File: src/logic/icache_macros.svh
//================================================
// Widths, line geometry and burst length of the
// instruction-fetch cache
//================================================

`ifndef ICACHE_MACROS_SVH
`define ICACHE_MACROS_SVH

// Fetch address counts 4-bit codes
`define FETCH_ADDR_W 16

// Bus side is byte addressed
`define BUS_ADDR_W   16
`define CODE_W       4
`define BYTE_W       8

// One line is 8 codes, filled by a 4-beat burst
`define LINE_CODES   8
`define LINE_BYTES   4

// Returned outside a data phase
`define NOP_CODE     4'hf

`endif

File: src/logic/icache_pkg.sv
//================================================
// Shared types of the instruction-fetch cache
//================================================

`default_nettype none

`include "icache_macros.svh"

package icache_pkg;

    typedef logic [`FETCH_ADDR_W-1:0]                      fetch_addr_t;
    typedef logic [`BUS_ADDR_W-1:0]                        bus_addr_t;
    typedef logic [$clog2(`LINE_CODES)-1:0]                offset_t;
    typedef logic [`FETCH_ADDR_W-$clog2(`LINE_CODES)-1:0]  tag_t;
    typedef logic [`CODE_W-1:0]                            code_t;
    typedef logic [`BYTE_W-1:0]                            bus_byte_t;
    // Code k sits in bits 4k+3 down to 4k
    typedef logic [`LINE_CODES*`CODE_W-1:0]                line_t;
    typedef logic [$clog2(`LINE_BYTES)-1:0]                beat_t;

endpackage

`default_nettype wire

File: src/logic/icache_lookup.sv
//================================================
// Address-phase lookup: tag, valid bit, hit test
// and the data-phase registers
//================================================

`timescale 1ns/1ps
`default_nettype none

`include "icache_macros.svh"

module icache_lookup
    import icache_pkg::*;
(
    input  logic        CLK,
    input  logic        RES,
    // Fetch address phase
    input  logic        if_req,
    input  fetch_addr_t if_addr,
    input  logic        slot,
    // Toward the burst sequencer
    output logic        miss_req,
    output tag_t        miss_tag,
    // Toward the line store
    output logic        dphase_hit,
    output logic        dphase_miss,
    output offset_t     dphase_offset,
    output logic        line_we
);

    //================================================
    // Single-entry tag array
    //================================================
    tag_t    tag_q;
    logic    valid_q;
    tag_t    req_tag;
    offset_t req_offset;
    logic    hit;

    // Split the code address into tag and offset
    assign req_tag    = if_addr[`FETCH_ADDR_W-1:$bits(offset_t)];
    assign req_offset = if_addr[$bits(offset_t)-1:0];

    assign hit      = if_req & valid_q & (tag_q == req_tag);
    assign miss_req = if_req & ~hit;
    assign miss_tag = req_tag;

    always_ff @(posedge CLK, posedge RES)
    begin
        if (RES)
            valid_q <= 1'b0;
        else if (miss_req & slot)
            valid_q <= 1'b1;
    end

    // Tag follows the miss at acceptance, line data arrives later
    always_ff @(posedge CLK)
    begin
        if (miss_req & slot)
            tag_q <= req_tag;
    end

    //================================================
    // Data-phase state
    //================================================
    always_ff @(posedge CLK, posedge RES)
    begin
        if (RES)
        begin
            dphase_hit  <= 1'b0;
            dphase_miss <= 1'b0;
        end
        else if (slot)
        begin
            dphase_hit  <= hit;
            dphase_miss <= miss_req;
        end
    end

    always_ff @(posedge CLK)
    begin
        if (slot)
            dphase_offset <= req_offset;
    end

    // Store the filled line when the miss data phase ends
    assign line_we = dphase_miss & slot;

endmodule

`default_nettype wire

File: src/logic/bus_burst_fill.sv
//================================================
// Bus burst sequencer: 4 byte beats per miss,
// line assembly and the fetch slot
//================================================

`timescale 1ns/1ps
`default_nettype none

`include "icache_macros.svh"

module bus_burst_fill
    import icache_pkg::*;
(
    input  logic      CLK,
    input  logic      RES,
    // Miss request from the lookup stage
    input  logic      miss_req,
    input  tag_t      miss_tag,
    // External bus
    input  logic      bus_rdy,
    input  bus_byte_t bus_rdata,
    output logic      bus_req,
    output bus_addr_t bus_addr,
    // Fetch side
    output logic      slot,
    output line_t     fill_line
);

    localparam beat_t LAST_BEAT = beat_t'(`LINE_BYTES - 1);
    localparam int    PART_W    = (`LINE_BYTES - 1) * `BYTE_W;

    //================================================
    // Beat counter
    //================================================
    logic      burst_act;
    beat_t     beat_cnt;
    logic      burst_start;
    logic      last_beat;
    tag_t      pend_tag;
    tag_t      sel_tag;
    bus_addr_t line_base;

    // First beat leaves together with the accepted miss
    assign burst_start = ~burst_act & miss_req & bus_rdy;
    assign last_beat   = burst_act & (beat_cnt == LAST_BEAT);

    always_ff @(posedge CLK, posedge RES)
    begin
        if (RES)
            burst_act <= 1'b0;
        else if (burst_start)
            burst_act <= 1'b1;
        else if (last_beat & bus_rdy)
            burst_act <= 1'b0;
    end

    // Wraps back to zero after the last beat
    always_ff @(posedge CLK, posedge RES)
    begin
        if (RES)
            beat_cnt <= '0;
        else if (bus_rdy & (burst_act | miss_req))
            beat_cnt <= beat_cnt + beat_t'(1);
    end

    always_ff @(posedge CLK)
    begin
        if (burst_start)
            pend_tag <= miss_tag;
    end

    //================================================
    // Bus address phase
    //================================================
    assign sel_tag   = burst_act ? pend_tag : miss_tag;
    // Instruction lines live in the lower half of the bus space
    assign line_base = {1'b0, sel_tag, {$bits(beat_t){1'b0}}};
    assign bus_addr  = line_base + bus_addr_t'(beat_cnt);
    assign bus_req   = burst_act | miss_req;

    //================================================
    // Line assembly
    //================================================
    logic [PART_W-1:0] part_line;

    // Beat n accepted means byte n-1 is on the bus
    always_ff @(posedge CLK)
    begin
        if (burst_act & bus_rdy)
            part_line[(int'(beat_cnt) - 1) * `BYTE_W +: `BYTE_W] <= bus_rdata;
    end

    // Last byte joins straight from the bus
    assign fill_line = {bus_rdata, part_line};

    // Fetch side advances only between bursts
    assign slot = ~burst_act & bus_rdy;

endmodule

`default_nettype wire

File: src/logic/icache_line_store.sv
//================================================
// Line data register and code select for the
// fetch data phase
//================================================

`timescale 1ns/1ps
`default_nettype none

`include "icache_macros.svh"

module icache_line_store
    import icache_pkg::*;
(
    input  logic    CLK,
    input  logic    RES,
    // Line written at the end of a miss
    input  logic    line_we,
    input  line_t   fill_line,
    // Data-phase state from the lookup stage
    input  logic    dphase_hit,
    input  logic    dphase_miss,
    input  offset_t dphase_offset,
    output code_t   if_code
);

    line_t line_q;

    // Line data, written as a miss completes
    always_ff @(posedge CLK, posedge RES)
    begin
        if (RES)
            line_q <= '0;
        else if (line_we)
            line_q <= fill_line;
    end

    //================================================
    // Code select
    //================================================
    always_comb
    begin
        if (dphase_hit)
            if_code = line_q[dphase_offset * `CODE_W +: `CODE_W];
        // Miss returns its code as the line completes
        else if (dphase_miss)
            if_code = fill_line[dphase_offset * `CODE_W +: `CODE_W];
        else
            if_code = code_t'(`NOP_CODE);
    end

endmodule

`default_nettype wire

File: src/logic/icache_top.sv
//================================================
// Instruction-fetch cache top: lookup, burst fill
// and line store
//================================================

`timescale 1ns/1ps
`default_nettype none

module icache_top
    import icache_pkg::*;
(
    input  logic        CLK,
    input  logic        RES,
    // CPU fetch port
    input  logic        if_req,
    input  fetch_addr_t if_addr,
    output code_t       if_code,
    output logic        if_rdy,
    // External bus
    input  logic        bus_rdy,
    input  bus_byte_t   bus_rdata,
    output logic        bus_req,
    output bus_addr_t   bus_addr
);

    logic    slot;
    logic    miss_req;
    tag_t    miss_tag;
    logic    dphase_hit;
    logic    dphase_miss;
    offset_t dphase_offset;
    logic    line_we;
    line_t   fill_line;

    // Fetch ready follows bus ready, hits included
    assign if_rdy = slot;

    icache_lookup u_lookup
    (
        .CLK           (CLK),
        .RES           (RES),
        .if_req        (if_req),
        .if_addr       (if_addr),
        .slot          (slot),
        .miss_req      (miss_req),
        .miss_tag      (miss_tag),
        .dphase_hit    (dphase_hit),
        .dphase_miss   (dphase_miss),
        .dphase_offset (dphase_offset),
        .line_we       (line_we)
    );

    bus_burst_fill u_fill
    (
        .CLK       (CLK),
        .RES       (RES),
        .miss_req  (miss_req),
        .miss_tag  (miss_tag),
        .bus_rdy   (bus_rdy),
        .bus_rdata (bus_rdata),
        .bus_req   (bus_req),
        .bus_addr  (bus_addr),
        .slot      (slot),
        .fill_line (fill_line)
    );

    icache_line_store u_store
    (
        .CLK           (CLK),
        .RES           (RES),
        .line_we       (line_we),
        .fill_line     (fill_line),
        .dphase_hit    (dphase_hit),
        .dphase_miss   (dphase_miss),
        .dphase_offset (dphase_offset),
        .if_code       (if_code)
    );

endmodule

`default_nettype wire

File: config.mk
export PLATFORM = sky130hd
export DESIGN_NAME = icache_top
export DESIGN_NICKNAME = d
export VERILOG_FILES = /design/src/logic/icache_pkg.sv /design/src/logic/icache_lookup.sv /design/src/logic/bus_burst_fill.sv /design/src/logic/icache_line_store.sv /design/src/logic/icache_top.sv
export VERILOG_INCLUDE_DIRS = /design/src /design/src/logic
export SDC_FILE = /design/constraint.sdc
export NUM_CORES = 1
export LEC_CHECK = 0
export BUFFER_PORTS_ARGS = -buffer_cell sky130_fd_sc_hd__buf_2
export CORE_ASPECT_RATIO = 0.8
export CORE_MARGIN = 5
export CORE_UTILIZATION = 45
export DETAILED_ROUTE_END_ITERATION = 10
export PLACE_DENSITY = 0.71
export SLEW_MARGIN = 25
export SYNTH_ARGS = -nofsm -noshare
export SYNTH_HDL_FRONTEND = slang
export SYNTH_SLANG_ARGS = --single-unit
File: constraint.sdc
create_clock -name CLK -period 2.4 [get_ports CLK]
set_input_delay 0.12 -clock CLK [delete_from_list [all_inputs] [get_ports CLK]]
set_output_delay 0.12 -clock CLK [all_outputs]
set_load 0.01 [all_outputs]
**After elaboration in Yosys (flattened, before gate mapping)**

Cells that the tools add are included.
Widths: inputs -> output; s select.

- Bits in registers: 91
- Input port bits: 28
- Output and inout bits: 22
- Logic and storage cells: 42

- $add $sub $neg: 4
- Equality and inequality tests: 2
- Shift operators: 4
- Mux-type cells: 6
- Bitwise gates (word level): 15
- Reductions and logical operators: 1

Operators with widths:

| operator | count |
|---|---|
| $shiftx 32x6->4 | 2 |
| $neg 32->33 | 1 |
| $shift 8x33->24 const A | 1 |
| $shiftx 8x33->24 | 1 |
| $bwmux 24 | 1 |
| $add 15x2->16 | 1 |
| $eq 13x13->1 | 1 |
| $mux 13 | 1 |
| $and 1x1->1 | 12 |
| $mux 4 | 2 |
| $sub 2x1->3 const B | 1 |
| $add 2x1->2 const B | 1 |
| $eq 2x2->1 const B | 1 |
| $mux 1 | 2 |
| $not 1->1 | 2 |
| $reduce_bool 2->1 | 1 |
| $or 1x1->1 | 1 |

**Logic depth before layout (Yosys ltp)**

Gate-level depths: netlist of run 1.

- Depth after elaboration: 7
- Depth in mapped cells: 6
- Gate-level depth less buffers: 6

**By module**

Synthesis of run 1 repeated with hierarchy kept, for this count alone.

- Cell total of the unflattened synthesis: 300
- Area total of the unflattened synthesis: 4479.3 µm²

By module, submodules not included:

| module | times used | cells an instance | area an instance (µm²) | sequential area each (µm²) |
|---|---|---|---|---|
| bus_burst_fill | 1 | 137 | 1884.3 | 1186.1 |
| icache_line_store | 1 | 104 | 1740.4 | 800.8 |
| icache_lookup | 1 | 59 | 854.6 | 555.5 |

**Worst setup path after synthesis of run 1**

Ideal clock, no wire load.

- Kind: reg2reg
- Start point: register u_fill.burst_act
- End point: register u_fill.pend_tag[0] (enable)
- Setup time: 0.396 ns
- Data arrival time: 1.630 ns
- Data required time: 2.004 ns
- Setup slack: 0.375 ns
- Cell stages (with the launch flop): 6
- Path buffers: 0
- Period minus slack after synthesis: 2.025 ns
- Cell sequence: dfrtp_1 -> inv_1 -> nand2_1 -> inv_1 -> nand2_1 -> a31oi_1

- Word-level cells in the longest chain between the ends: 3

Ends and longest elaborated chain:

| element | line | text |
|---|---|---|
| from (decl) | bus_burst_fill.sv:35 | `logic burst_act;` |
| from (signal assigned) | bus_burst_fill.sv:50 | `burst_act <= 1'b0;` |
| from (signal assigned) | bus_burst_fill.sv:52 | `burst_act <= 1'b1;` |
| from (signal assigned) | bus_burst_fill.sv:54 | `burst_act <= 1'b0;` |
| $not 1->1 | bus_burst_fill.sv:44 | `assign burst_start = ~burst_act & miss_req & bus_rdy;` |
| $and 1x1->1 (2 in a row) | bus_burst_fill.sv:44 |  |
| named net u_fill.burst_start | bus_burst_fill.sv:37 | `logic burst_start;` |
| to (signal assigned) | bus_burst_fill.sv:69 | `pend_tag <= miss_tag;` |
| to (decl) | bus_burst_fill.sv:39 | `tag_t pend_tag;` |

The timed path passes the listed nets, and every way through them passes these cells.
A chain may end at the register's enable or synchronous reset.

**Worst setup path after layout of run 1**

- Start point: register u_lookup.dphase_offset[1]
- End point: output if_code[1]

- Word-level cells in the longest chain between the ends: 3
- Elaborated cells on any way between the ends: 4
- Classes of those cells: shift (2); mux (2)

Ends and longest elaborated chain:

| element | line | text |
|---|---|---|
| from (decl) | icache_lookup.sv:26 | `output offset_t dphase_offset,` |
| from (signal assigned) | icache_lookup.sv:82 | `dphase_offset <= req_offset;` |
| $shiftx 32x6->4 | icache_line_store.sv:46 | `` if_code = fill_line[dphase_offset * `CODE_W +: `CODE_W]; `` |
| $mux 4 | icache_line_store.sv:45 | `else if (dphase_miss)` |
| $mux 4 (*) | icache_line_store.sv:42 | `if (dphase_hit)` |
| to (decl) | icache_top.sv:17 | `output code_t if_code,` |

Every way passes the cells marked *; elsewhere a longest branch is shown, timed or not.

==> flow_metrics.py, run 1 <==
metrics = {
    "detailed_routing": {
        "post_drt_wl_per_cell_um": 17.2,
        "drt-initial-drc-count": 113,
        "vias": 2300,
        "via_per_inst": 5.24,
        "drc_errors": 0,
        "firstDrtPassIters": 4,
        "drtAntennaViolNets": 0,
        "wirelength_mm": 7.56,
    },
    "sta": {
        "setup_viol": 0,
        "worst_slack_ns": 0.292,
        "max_freq_mhz": 474,
        "fin_crit_sh": 0.879,
        "min_period_ns": 2.11,
        "tns_ns": 0,
        "finalHoldViolCount": 0,
        "rsz0062_at_grt": "no",
        "slew_headroom": 0.427,
        "clock_skew_ns": 0.00723,
        "slew_viol_final": 0,
        "tightest_slew_ns": 0.858,
    },
    "logic_synthesis": {
        "synth_common_cells": "53 x edfxtp_1, 44 x mux2_2, 38 x dfrtp_1",
        "synthesis.nets": 290,
        "netlist_instances": 257,
        "syn_area_um2": 4150,
        "async_reset_ff_frac": 0.418,
        "synthTopCellsByArea": "edfxtp_1 38%, dfrtp_1 23%, mux2_2 12%",
        "synth-edff-count": 53,
        "ys.flop_type": "edfxtp_1",
        "ys_ff_latch": 91,
        "synth.most_common_cell": "edfxtp_1",
        "synth.distinct_cells": 37,
        "synth_warnings": 0,
        "avgSynthCellArea_um2": 16.2,
        "yosysTopAreaCell": "edfxtp_1",
        "synth_seq_area_share": 0.612,
        "synth.top_cell.area_share": 0.383,
    },
    "grt": {
        "grt_max_degree": 39,
        "grt_usage": 0.144,
        "antenna_found_initial": 0,
        "overflow": 0,
        "grt_pass1_vias": 2428,
        "grt_first_pass_wirelength_mm": 12.6,
    },
    "clock_tree": {
        "clk_pin_slew_ns": 0.06,
        "clock-root-buffer": "clkbuf_16",
        "cts_made_buffers": 9,
        "clock-sinks": 91,
        "cts_tree": "done",
        "worstSkewPairLatency_ns": 0.33,
        "clk_path_buf_depth": 2,
        "htreeDepth": 3,
        "cts_resized": 0,
    },
    "power": {
        "ir_worst_vdd_uv": 425,
        "cellLeakagePower_nw": 2.00,
        "finalPower_mw": 5.47,
        "powerDensity_nw_per_um2": 1110,
    },
    "critical_path": {
        "cp_data_arrival_time_ns": 1.99,
        "critPathMaxFanout": 12,
        "critPathCaptureType": "output port",
        "crit_required_ns": 2.28,
        "critPathKind": "flip-flop to output port",
        "start_kind": "flip-flop",
    },
    "placed_design": {
        "gp_congestion": 0.725,
        "dpl_worst_slack_ns": 0.378,
        "port_buffers": 48,
        "dp_cells": 418,
        "placed_area_um2": 4550,
        "dp_hpwl_mm": 5.22,
    },
    "floorplanning": {
        "dieArea_um2": 11300,
        "coreArea_um2": 9040,
        "die_x_um": 117,
        "rows": 31,
        "fp.dieH_um": 95.9,
        "start_util": 0.460,
        "io_pins": 50,
    },
    "layout": {
        "insertedDiodeCount": 0,
        "drive_gt1_frac": 0.417,
        "syn_to_final_growth_pct": 18.6,
        "final_area_um2": 4920,
        "fin_cells": 439,
        "fin_nets": 352,
    },
    "status": {
        "status": "finished, final reports clean",
    },
    "job": {
        "maxCapViolations": 0,
    },
    "hold_path": {
        "hold_path_class": "primary input to flip-flop",
    },
}
## report_power, final
| part | switching [mW] | total (mW) | internal, mW |
|---|---|---|---|
| sequential | 0.216 | 2.36 | 2.14 |
| clock | 0.552 | 1.53 | 0.975 |
| combinational | 0.727 | 1.58 | 0.853 |
## cell families after synthesis
family                     Yosys count  share of synthesized area
muxes                               69                      0.229
buffers and inverters               20                     0.0214
and+or+nand+nor                     44                     0.0687
other                                1                   0.000903
adders and majority gates            5                     0.0151
DFF                                 91                      0.612
AOI/OAI and AO/OA                   17                     0.0316
xor gates and xnor gates            10                     0.0211
## stage by stage
step | hold slack, ns | utilization
2_1_floorplan | 0.219 | -
3_3_place_gp | 0.266 | 0.503
3_5_place_dp | 0.268 | 0.503
4_1_cts | 0.00701 | 0.545
5_1_grt | 0.0141 | 0.545
6_report | 0.0151 | 0.545
## sequential cells by signal (all words and copies together), names as in the netlist, 2 cells and up
| name | cells |
|---|---|
| u_lookup.tag_q | 13 |
| u_fill.beat_cnt | 2 |
| u_fill.part_line | 24 |
| u_store.line_q | 32 |
| u_lookup.dphase_offset | 3 |
| u_fill.pend_tag | 13 |
## worst max-delay path, cell delays in order (launching register included)
cell      delay (ns)
edfxtp_1        0.76
mux4_2          0.42
mux2i_1         0.18
a22oi_1         0.12
buf_2           0.18
## layer usage
layer | GRT usage | routed length, um | up-vias
met1 | 0.196 | 3590 | 1164
met5 | 0 | 0 | -
met3 | 0.0353 | 226 | 9
met2 | 0.227 | 3640 | 37
li1 | - | - | 1090
met4 | 0.0522 | 107 | 0
## path summary, 6_finish.rpt
path | slack [ns] | cells past startpoint | startpoint | end
min | 0.02 | 1 | if_addr[11] | u_fill.pend_tag[8]
max | 0.29 | 4 | u_lookup.dphase_offset[1] | if_code[1]
min reg2reg | 0.50 | 1 | u_lookup.valid_q | u_lookup.valid_q
min in group asynchronous | 0.45 | 4 | RES | u_lookup.valid_q
max in group asynchronous | 1.61 | 4 | RES | u_store.line_q[27]
max reg2reg | 0.35 | 5 | u_fill.beat_cnt[0] | u_fill.part_line[14]
## layout make-up
cell class	count	area, um2
Fill cell	733	4110
Sequential cell	91	2540
Multi-Input combinational cell	146	1520
Inverter	10	37.5
Tap cell	115	144
Timing Repair Buffer	61	350
Clock buffer	12	258
Clock inverter	4	71.3
## cells in the final DEF, fill, tap and decap left out, types with 6 or more instances in the layout
master,Yosys,final
mux4_2,16,16
mux2_2,44,44
inv_1,9,9
xnor2_1,6,6
mux2i_1,8,8
buf_2,5,48
and2_1,24,24
clkbuf_16,0,10
edfxtp_1,53,53
buf_4,2,8
dfrtp_1,38,38
## what timing repair did
action,4_1_cts,5_1_grt
hold endpoints to repair,43,0
hold buffers,5,0
setup buffers,0,0
Note: power is estimated with default switching activity, not from simulation.
==> run 2, diff against run 1 <==
--- a/config.mk
+++ b/config.mk
@@ -7,11 +7,9 @@
 export NUM_CORES = 1
 export LEC_CHECK = 0
 export BUFFER_PORTS_ARGS = -buffer_cell sky130_fd_sc_hd__buf_2
-export CORE_ASPECT_RATIO = 0.8
 export CORE_MARGIN = 5
 export CORE_UTILIZATION = 45
 export DETAILED_ROUTE_END_ITERATION = 10
-export PLACE_DENSITY = 0.71
 export SLEW_MARGIN = 25
 export SYNTH_ARGS = -nofsm -noshare
 export SYNTH_HDL_FRONTEND = slang
==> run 2 against run 1 <==
Final area up 0.64%; sequential power about the same; total power down 5.6%; first-iteration DRC count down 42%; critical endpoint is now bus_req.
==> flow_metrics.py, run 2 (synthesis gave the netlist of run 1 again) <==
metrics = {
    "status": {
        "status": "finished, final reports clean",
    },
    "detailed_routing": {
        "via_per_inst": 5.24,
        "post_drt_wl_per_cell_um": 17.9,
        "drc_errors": 0,
        "vias": 2338,
        "firstDrtPassIters": 4,
        "drtAntennaViolNets": 0,
        "drt-initial-drc-count": 65,
        "wirelength_mm": 7.99,
    },
    "clock_tree": {
        "clk_pin_slew_ns": 0.09,
        "clock-sinks": 91,
        "worstSkewPairLatency_ns": 0.36,
        "clock-root-buffer": "clkbuf_8",
        "htreeDepth": 3,
        "cts_made_buffers": 9,
        "clk_path_buf_depth": 2,
        "ctsHoldBuffers": 17,
        "cts_resized": 0,
        "postCtsSetupRepairBufs": 0,
        "cts_tree": "done",
    },
    "sta": {
        "clock_skew_ns": 0.0128,
        "setup_viol": 0,
        "tightest_slew_ns": 0.900,
        "fin_hold_ws_ns": 0.0400,
        "fin_crit_sh": 0.903,
        "slew_headroom": 0.399,
        "max_freq_mhz": 461,
        "rsz0062_at_grt": "no",
        "worst_slack_ns": 0.232,
        "tns_ns": 0,
        "finalHoldViolCount": 0,
        "min_period_ns": 2.17,
        "slew_viol_final": 0,
    },
    "power": {
        "finalPower_mw": 5.16,
        "powerDensity_nw_per_um2": 1040,
        "ir_worst_vdd_uv": 616,
        "cellLeakagePower_nw": 2.01,
    },
    "placed_design": {
        "dpl_worst_slack_ns": 0.289,
        "port_buffers": 48,
        "gp_congestion": 0.700,
        "dp_cells": 413,
        "dp_hpwl_mm": 5.41,
        "placed_area_um2": 4540,
    },
    "critical_path": {
        "crit_required_ns": 2.28,
        "critPathKind": "primary input to output port",
        "crit_path_end": "bus_req",
        "worstSetupStartpoint": "if_addr[14]",
        "start_kind": "primary input",
        "r2r_cells": 5,
        "critPathMaxFanout": 4,
        "rr_startpoint": "u_fill.beat_cnt[0]",
        "r2r_slack_ns": 0.27,
        "cp_data_arrival_time_ns": 2.05,
        "timing.rr.end": "u_fill.part_line[10]",
        "critPathCaptureType": "output port",
    },
    "floorplanning": {
        "fp.dieH_um": 106,
        "io_pins": 50,
        "coreArea_um2": 9110,
        "start_util": 0.456,
        "dieArea_um2": 11200,
        "rows": 35,
        "die_x_um": 106,
    },
    "layout": {
        "final_area_um2": 4960,
        "final_common_cell": "edfxtp_1",
        "largest_reg_flops": 32,
        "syn_to_final_growth_pct": 19.3,
        "top_register": "u_store.line_q",
        "fin_nets": 363,
        "insertedDiodeCount": 0,
        "num-fill-cells": 759,
        "fin_cells": 446,
        "layout_common_cells": "53 x edfxtp_1, 48 x buf_2, 44 x mux2_2",
        "reg_top3": "u_store.line_q (32), u_fill.part_line (24)",
        "regArea_um2": 2540,
        "drive_gt1_frac": 0.406,
        "fin_util": 0.544,
        "multi_input_area_um2": 1540,
    },
    "grt": {
        "grt_max_degree": 33,
        "antenna_found_initial": 0,
        "overflow": 0,
        "grt_usage": 0.152,
        "grt_pass1_vias": 2365,
        "grt_first_pass_wirelength_mm": 13.0,
    },
    "hold_path": {
        "hold_path_class": "primary input to flip-flop",
    },
    "job": {
        "maxCapViolations": 0,
    },
}
run 2: changes by cell type in the layout (fill, tap and decap cells not counted):
| cell | delta |
|---|---|
| a31oi_1 | -1 |
| a31oi_4 | +1 |
| buf_4 | -1 |
| clkbuf_1 | -1 |
| clkbuf_16 | -10 |
| clkbuf_8 | +12 |
| clkinv_2 | -1 |
| clkinv_4 | +1 |
| dlygate4sd3_1 | +12 |
| inv_4 | -1 |
run 2: worst min-delay path by stage:
stage / startpoint / endpoint / slack [ns] / depth (start not counted)
6_report: bus_rdata[3] / u_store.line_q[27] / 0.04 / 2
5_1_grt: bus_rdata[7] / u_store.line_q[31] / 0.04 / 2
4_1_cts: bus_rdata[7] / u_store.line_q[31] / 0.03 / 2
3_5_place_dp: RES / u_store.line_q[31] / 0.24 / 2
3_3_place_gp: RES / u_store.line_q[27] / 0.25 / 2
2_1_floorplan: if_addr[3] / u_fill.pend_tag[0] / 0.22 / 0
run 2: layout make-up:
cell class	count	share of cell area
multi-input cells	146	0.310
flip-flops and latches	91	0.513
clock buffers	13	0.0341
well taps	111	0.0280
repair buffers	72	0.0934
clock inverters	3	0.0139
inverters	10	0.00757
run 2: worst max-delay path: stages:
cell and delay [ns]:
dlygate4sd3_1 0.54, buf_2 0.15, xnor2_1 0.14, o221ai_1 0.20
nor4_4 0.39, nand3_1 0.16, a21o_1 0.21, buf_2 0.13
run 2: routing by layer:
metal  global-route usage  vias to the layer above  share of wire
met2                0.231                       37           0.48
met1                0.216                     1181           0.47
met4               0.0666                        0          0.018
met3               0.0255                       11          0.029
met5                    0                        -              0
li1                     -                     1109              -
run 2: where the power goes:
| part | leakage [nW] | switching (mW) | internal, mW | total (mW) |
|---|---|---|---|---|
| registers | 0.953 | 0.219 | 2.14 | 2.36 |
| logic | 0.933 | 0.742 | 0.864 | 1.61 |
| clock network | 0.120 | 0.520 | 0.675 | 1.20 |
| total | 2.01 | 1.48 | 3.68 | 5.16 |
==> run 3, diff against run 2 <==
--- a/config.mk
+++ b/config.mk
@@ -7,10 +7,12 @@
 export NUM_CORES = 1
 export LEC_CHECK = 0
 export BUFFER_PORTS_ARGS = -buffer_cell sky130_fd_sc_hd__buf_2
+export CORE_ASPECT_RATIO = 0.7
 export CORE_MARGIN = 5
 export CORE_UTILIZATION = 45
 export DETAILED_ROUTE_END_ITERATION = 10
 export SLEW_MARGIN = 25
 export SYNTH_ARGS = -nofsm -noshare
 export SYNTH_HDL_FRONTEND = slang
+export SYNTH_HIERARCHICAL = 1
 export SYNTH_SLANG_ARGS = --single-unit
==> run 3 against run 2 <==
Via count rose by 5.2%; cell count rose by 4.7%; fmax fell by 0.81%; area after synthesis rose by 7.9%; routed wire length rose by 10%; total power rose by 13%; count of clock-buffer cells in the layout fell by 4; sequential power barely moved; register-to-register slack improved by 0.02 ns.
==> flow_metrics.py, run 3 <==
metrics = {
    "status": {
        "status": "finished, final reports clean",
    },
    "grt": {
        "overflow": 0,
        "grt_use_met3": 0.0354,
        "grt_usage": 0.157,
        "grt_pass1_vias": 2469,
        "grt_first_pass_wirelength_mm": 14.2,
        "busiest_layer": "met1",
        "grt_max_degree": 33,
        "antenna_found_initial": 0,
        "met1_usage": 0.251,
        "use_met2": 0.208,
    },
    "clock_tree": {
        "htreeDepth": 3,
        "ctsHoldBuffers": 4,
        "postCtsSetupRepairBufs": 0,
        "clk_pin_slew_ns": 0.06,
        "clock-sinks": 91,
        "clk_path_buf_depth": 2,
        "worstSkewPairLatency_ns": 0.34,
        "cts_resized": 0,
        "clock-root-buffer": "clkbuf_16",
        "cts_made_buffers": 9,
        "cts_tree": "done",
    },
    "detailed_routing": {
        "drtAntennaViolNets": 0,
        "post_drt_wl_per_cell_um": 18.8,
        "vias": 2460,
        "via_per_inst": 5.27,
        "firstDrtPassIters": 4,
        "drt-initial-drc-count": 183,
        "drc_errors": 0,
        "wirelength_mm": 8.79,
    },
    "hold_path": {
        "hold_path_class": "primary input to flip-flop",
        "whs_path_depth": 1,
    },
    "sta": {
        "tns_ns": 0,
        "tightest_slew_ns": 0.682,
        "min_period_ns": 2.19,
        "rsz0062_at_grt": "no",
        "clock_skew_ns": 0.00453,
        "slew_headroom": 0.545,
        "setup_viol": 0,
        "fin_crit_sh": 0.911,
        "max_freq_mhz": 457,
        "finalHoldViolCount": 0,
        "fin_hold_ws_ns": 0.0114,
        "slew_viol_final": 0,
    },
    "critical_path": {
        "worstSetupStartpoint": "u_lookup/tag_q[5]",
        "crit_path_end": "bus_req",
        "rr_startpoint": "u_lookup/tag_q[5]",
        "start_kind": "flip-flop",
        "crit_required_ns": 2.28,
        "r2r_cells": 6,
        "r2r_slack_ns": 0.29,
        "timing.rr.end": "u_fill/beat_cnt[1]",
        "critPathCaptureType": "output port",
        "critPathMaxFanout": 4,
        "cp_data_arrival_time_ns": 2.07,
        "critPathKind": "flip-flop to output port",
    },
    "placed_design": {
        "dp_hpwl_mm": 6.34,
        "gp_congestion": 0.785,
        "dp_cells": 447,
        "placed_area_um2": 4680,
        "port_buffers": 48,
    },
    "logic_synthesis": {
        "async_reset_ff_frac": 0.418,
        "ys.flop_type": "edfxtp_1",
        "netlist_instances": 300,
        "synth.most_common_cell": "edfxtp_1",
        "synth.top_cell.area_share": 0.355,
        "synth_warnings": 6,
        "synth-edff-count": 53,
        "avgSynthCellArea_um2": 14.9,
        "ys_ff_latch": 91,
        "synth_seq_area_share": 0.568,
        "yosysTopAreaCell": "edfxtp_1",
        "synthTopCellsByArea": "edfxtp_1 36%, dfrtp_1 21%, mux2_2 11%",
        "synth_common_cells": "53 x edfxtp_1, 44 x mux2_2, 38 x dfrtp_1",
        "synthesis.nets": 335,
        "syn_area_um2": 4480,
        "synth.distinct_cells": 35,
    },
    "job": {
        "maxCapViolations": 0,
    },
    "floorplanning": {
        "io_pins": 50,
        "rows": 30,
        "start_util": 0.461,
        "die_x_um": 129,
        "coreArea_um2": 9720,
        "fp.dieH_um": 93.5,
        "dieArea_um2": 12100,
    },
    "layout": {
        "syn_to_final_growth_pct": 13.5,
        "largest_reg_flops": 32,
        "layout_common_cells": "53 x edfxtp_1, 48 x buf_2, 44 x mux2_2",
        "final_area_um2": 5080,
        "fin_nets": 369,
        "drive_gt1_frac": 0.386,
        "final_common_cell": "edfxtp_1",
        "fin_cells": 467,
        "reg_top3": "u_store/line_q (32), u_fill/part_line (24)",
        "top_register": "u_store/line_q",
        "insertedDiodeCount": 0,
    },
    "power": {
        "powerDensity_nw_per_um2": 1140,
        "cellLeakagePower_nw": 2.02,
        "finalPower_mw": 5.81,
        "ir_worst_vdd_uv": 970,
    },
}
-- run 3: worst min path at each step --
stage	start	endpoint	slack, ns
after CTS	if_addr[5]	u_lookup/tag_q[2]	0.003
final	if_addr[5]	u_lookup/tag_q[2]	0.01
after global routing	if_addr[6]	u_fill/pend_tag[3]	0.007
after global placement	RES	u_lookup/dphase_hit	0.02
after detailed placement	RES	u_fill/beat_cnt[1]	0.02
after floorplan	RES	u_fill/beat_cnt[0]	-0.13
-- run 3: stage by stage --
step,setup slack [ns],util
floorplan,0.223,-
CTS,0.228,0.523
global placement,0.419,0.481
detailed placement,0.343,0.481
global route,0.0684,0.523
finish,0.214,0.523
-- run 3: area by class of cell --
class	count	area [um2]
fill	810	4640
sequential	91	2540
multi-input combinational	157	1620
timing repair buffer	61	348
clock buffer	9	225
tap	128	160
clock inverter	7	139
inverter	14	52.6
-- run 3: report_power, final --
group / internal, mW / total [mW] / switching, mW / leakage, nW
clock network: 1.12 / 1.70 / 0.574 / 0.180
logic: 0.834 / 1.75 / 0.915 / 0.892
registers: 2.15 / 2.37 / 0.221 / 0.947
-- run 3: routing by layer --
layer / routed length (um) / vias to the layer above
met5: 0 / -
met4: 96 / 0
met3: 647 / 10
met2: 3600 / 67
met1: 4440 / 1222
li1: - / 1161
-- run 3: cells by family after synthesis --
group | Yosys count | share of synthesized area
mux | 67 | 0.219
xor+xnor | 15 | 0.0310
buf+inv | 52 | 0.0718
compound gates | 20 | 0.0307
flops | 91 | 0.568
simple gates | 47 | 0.0592
other cells | 1 | 0.000837
fa+ha+maj | 7 | 0.0196
-- run 3: critical path: stages, from the launching register on --
cell      delay, ns
edfxtp_1       0.38
xnor2_1        0.15
nand4_1        0.15
nor4_2         0.45
nor2b_1        0.17
or2_2          0.30
buf_2          0.14
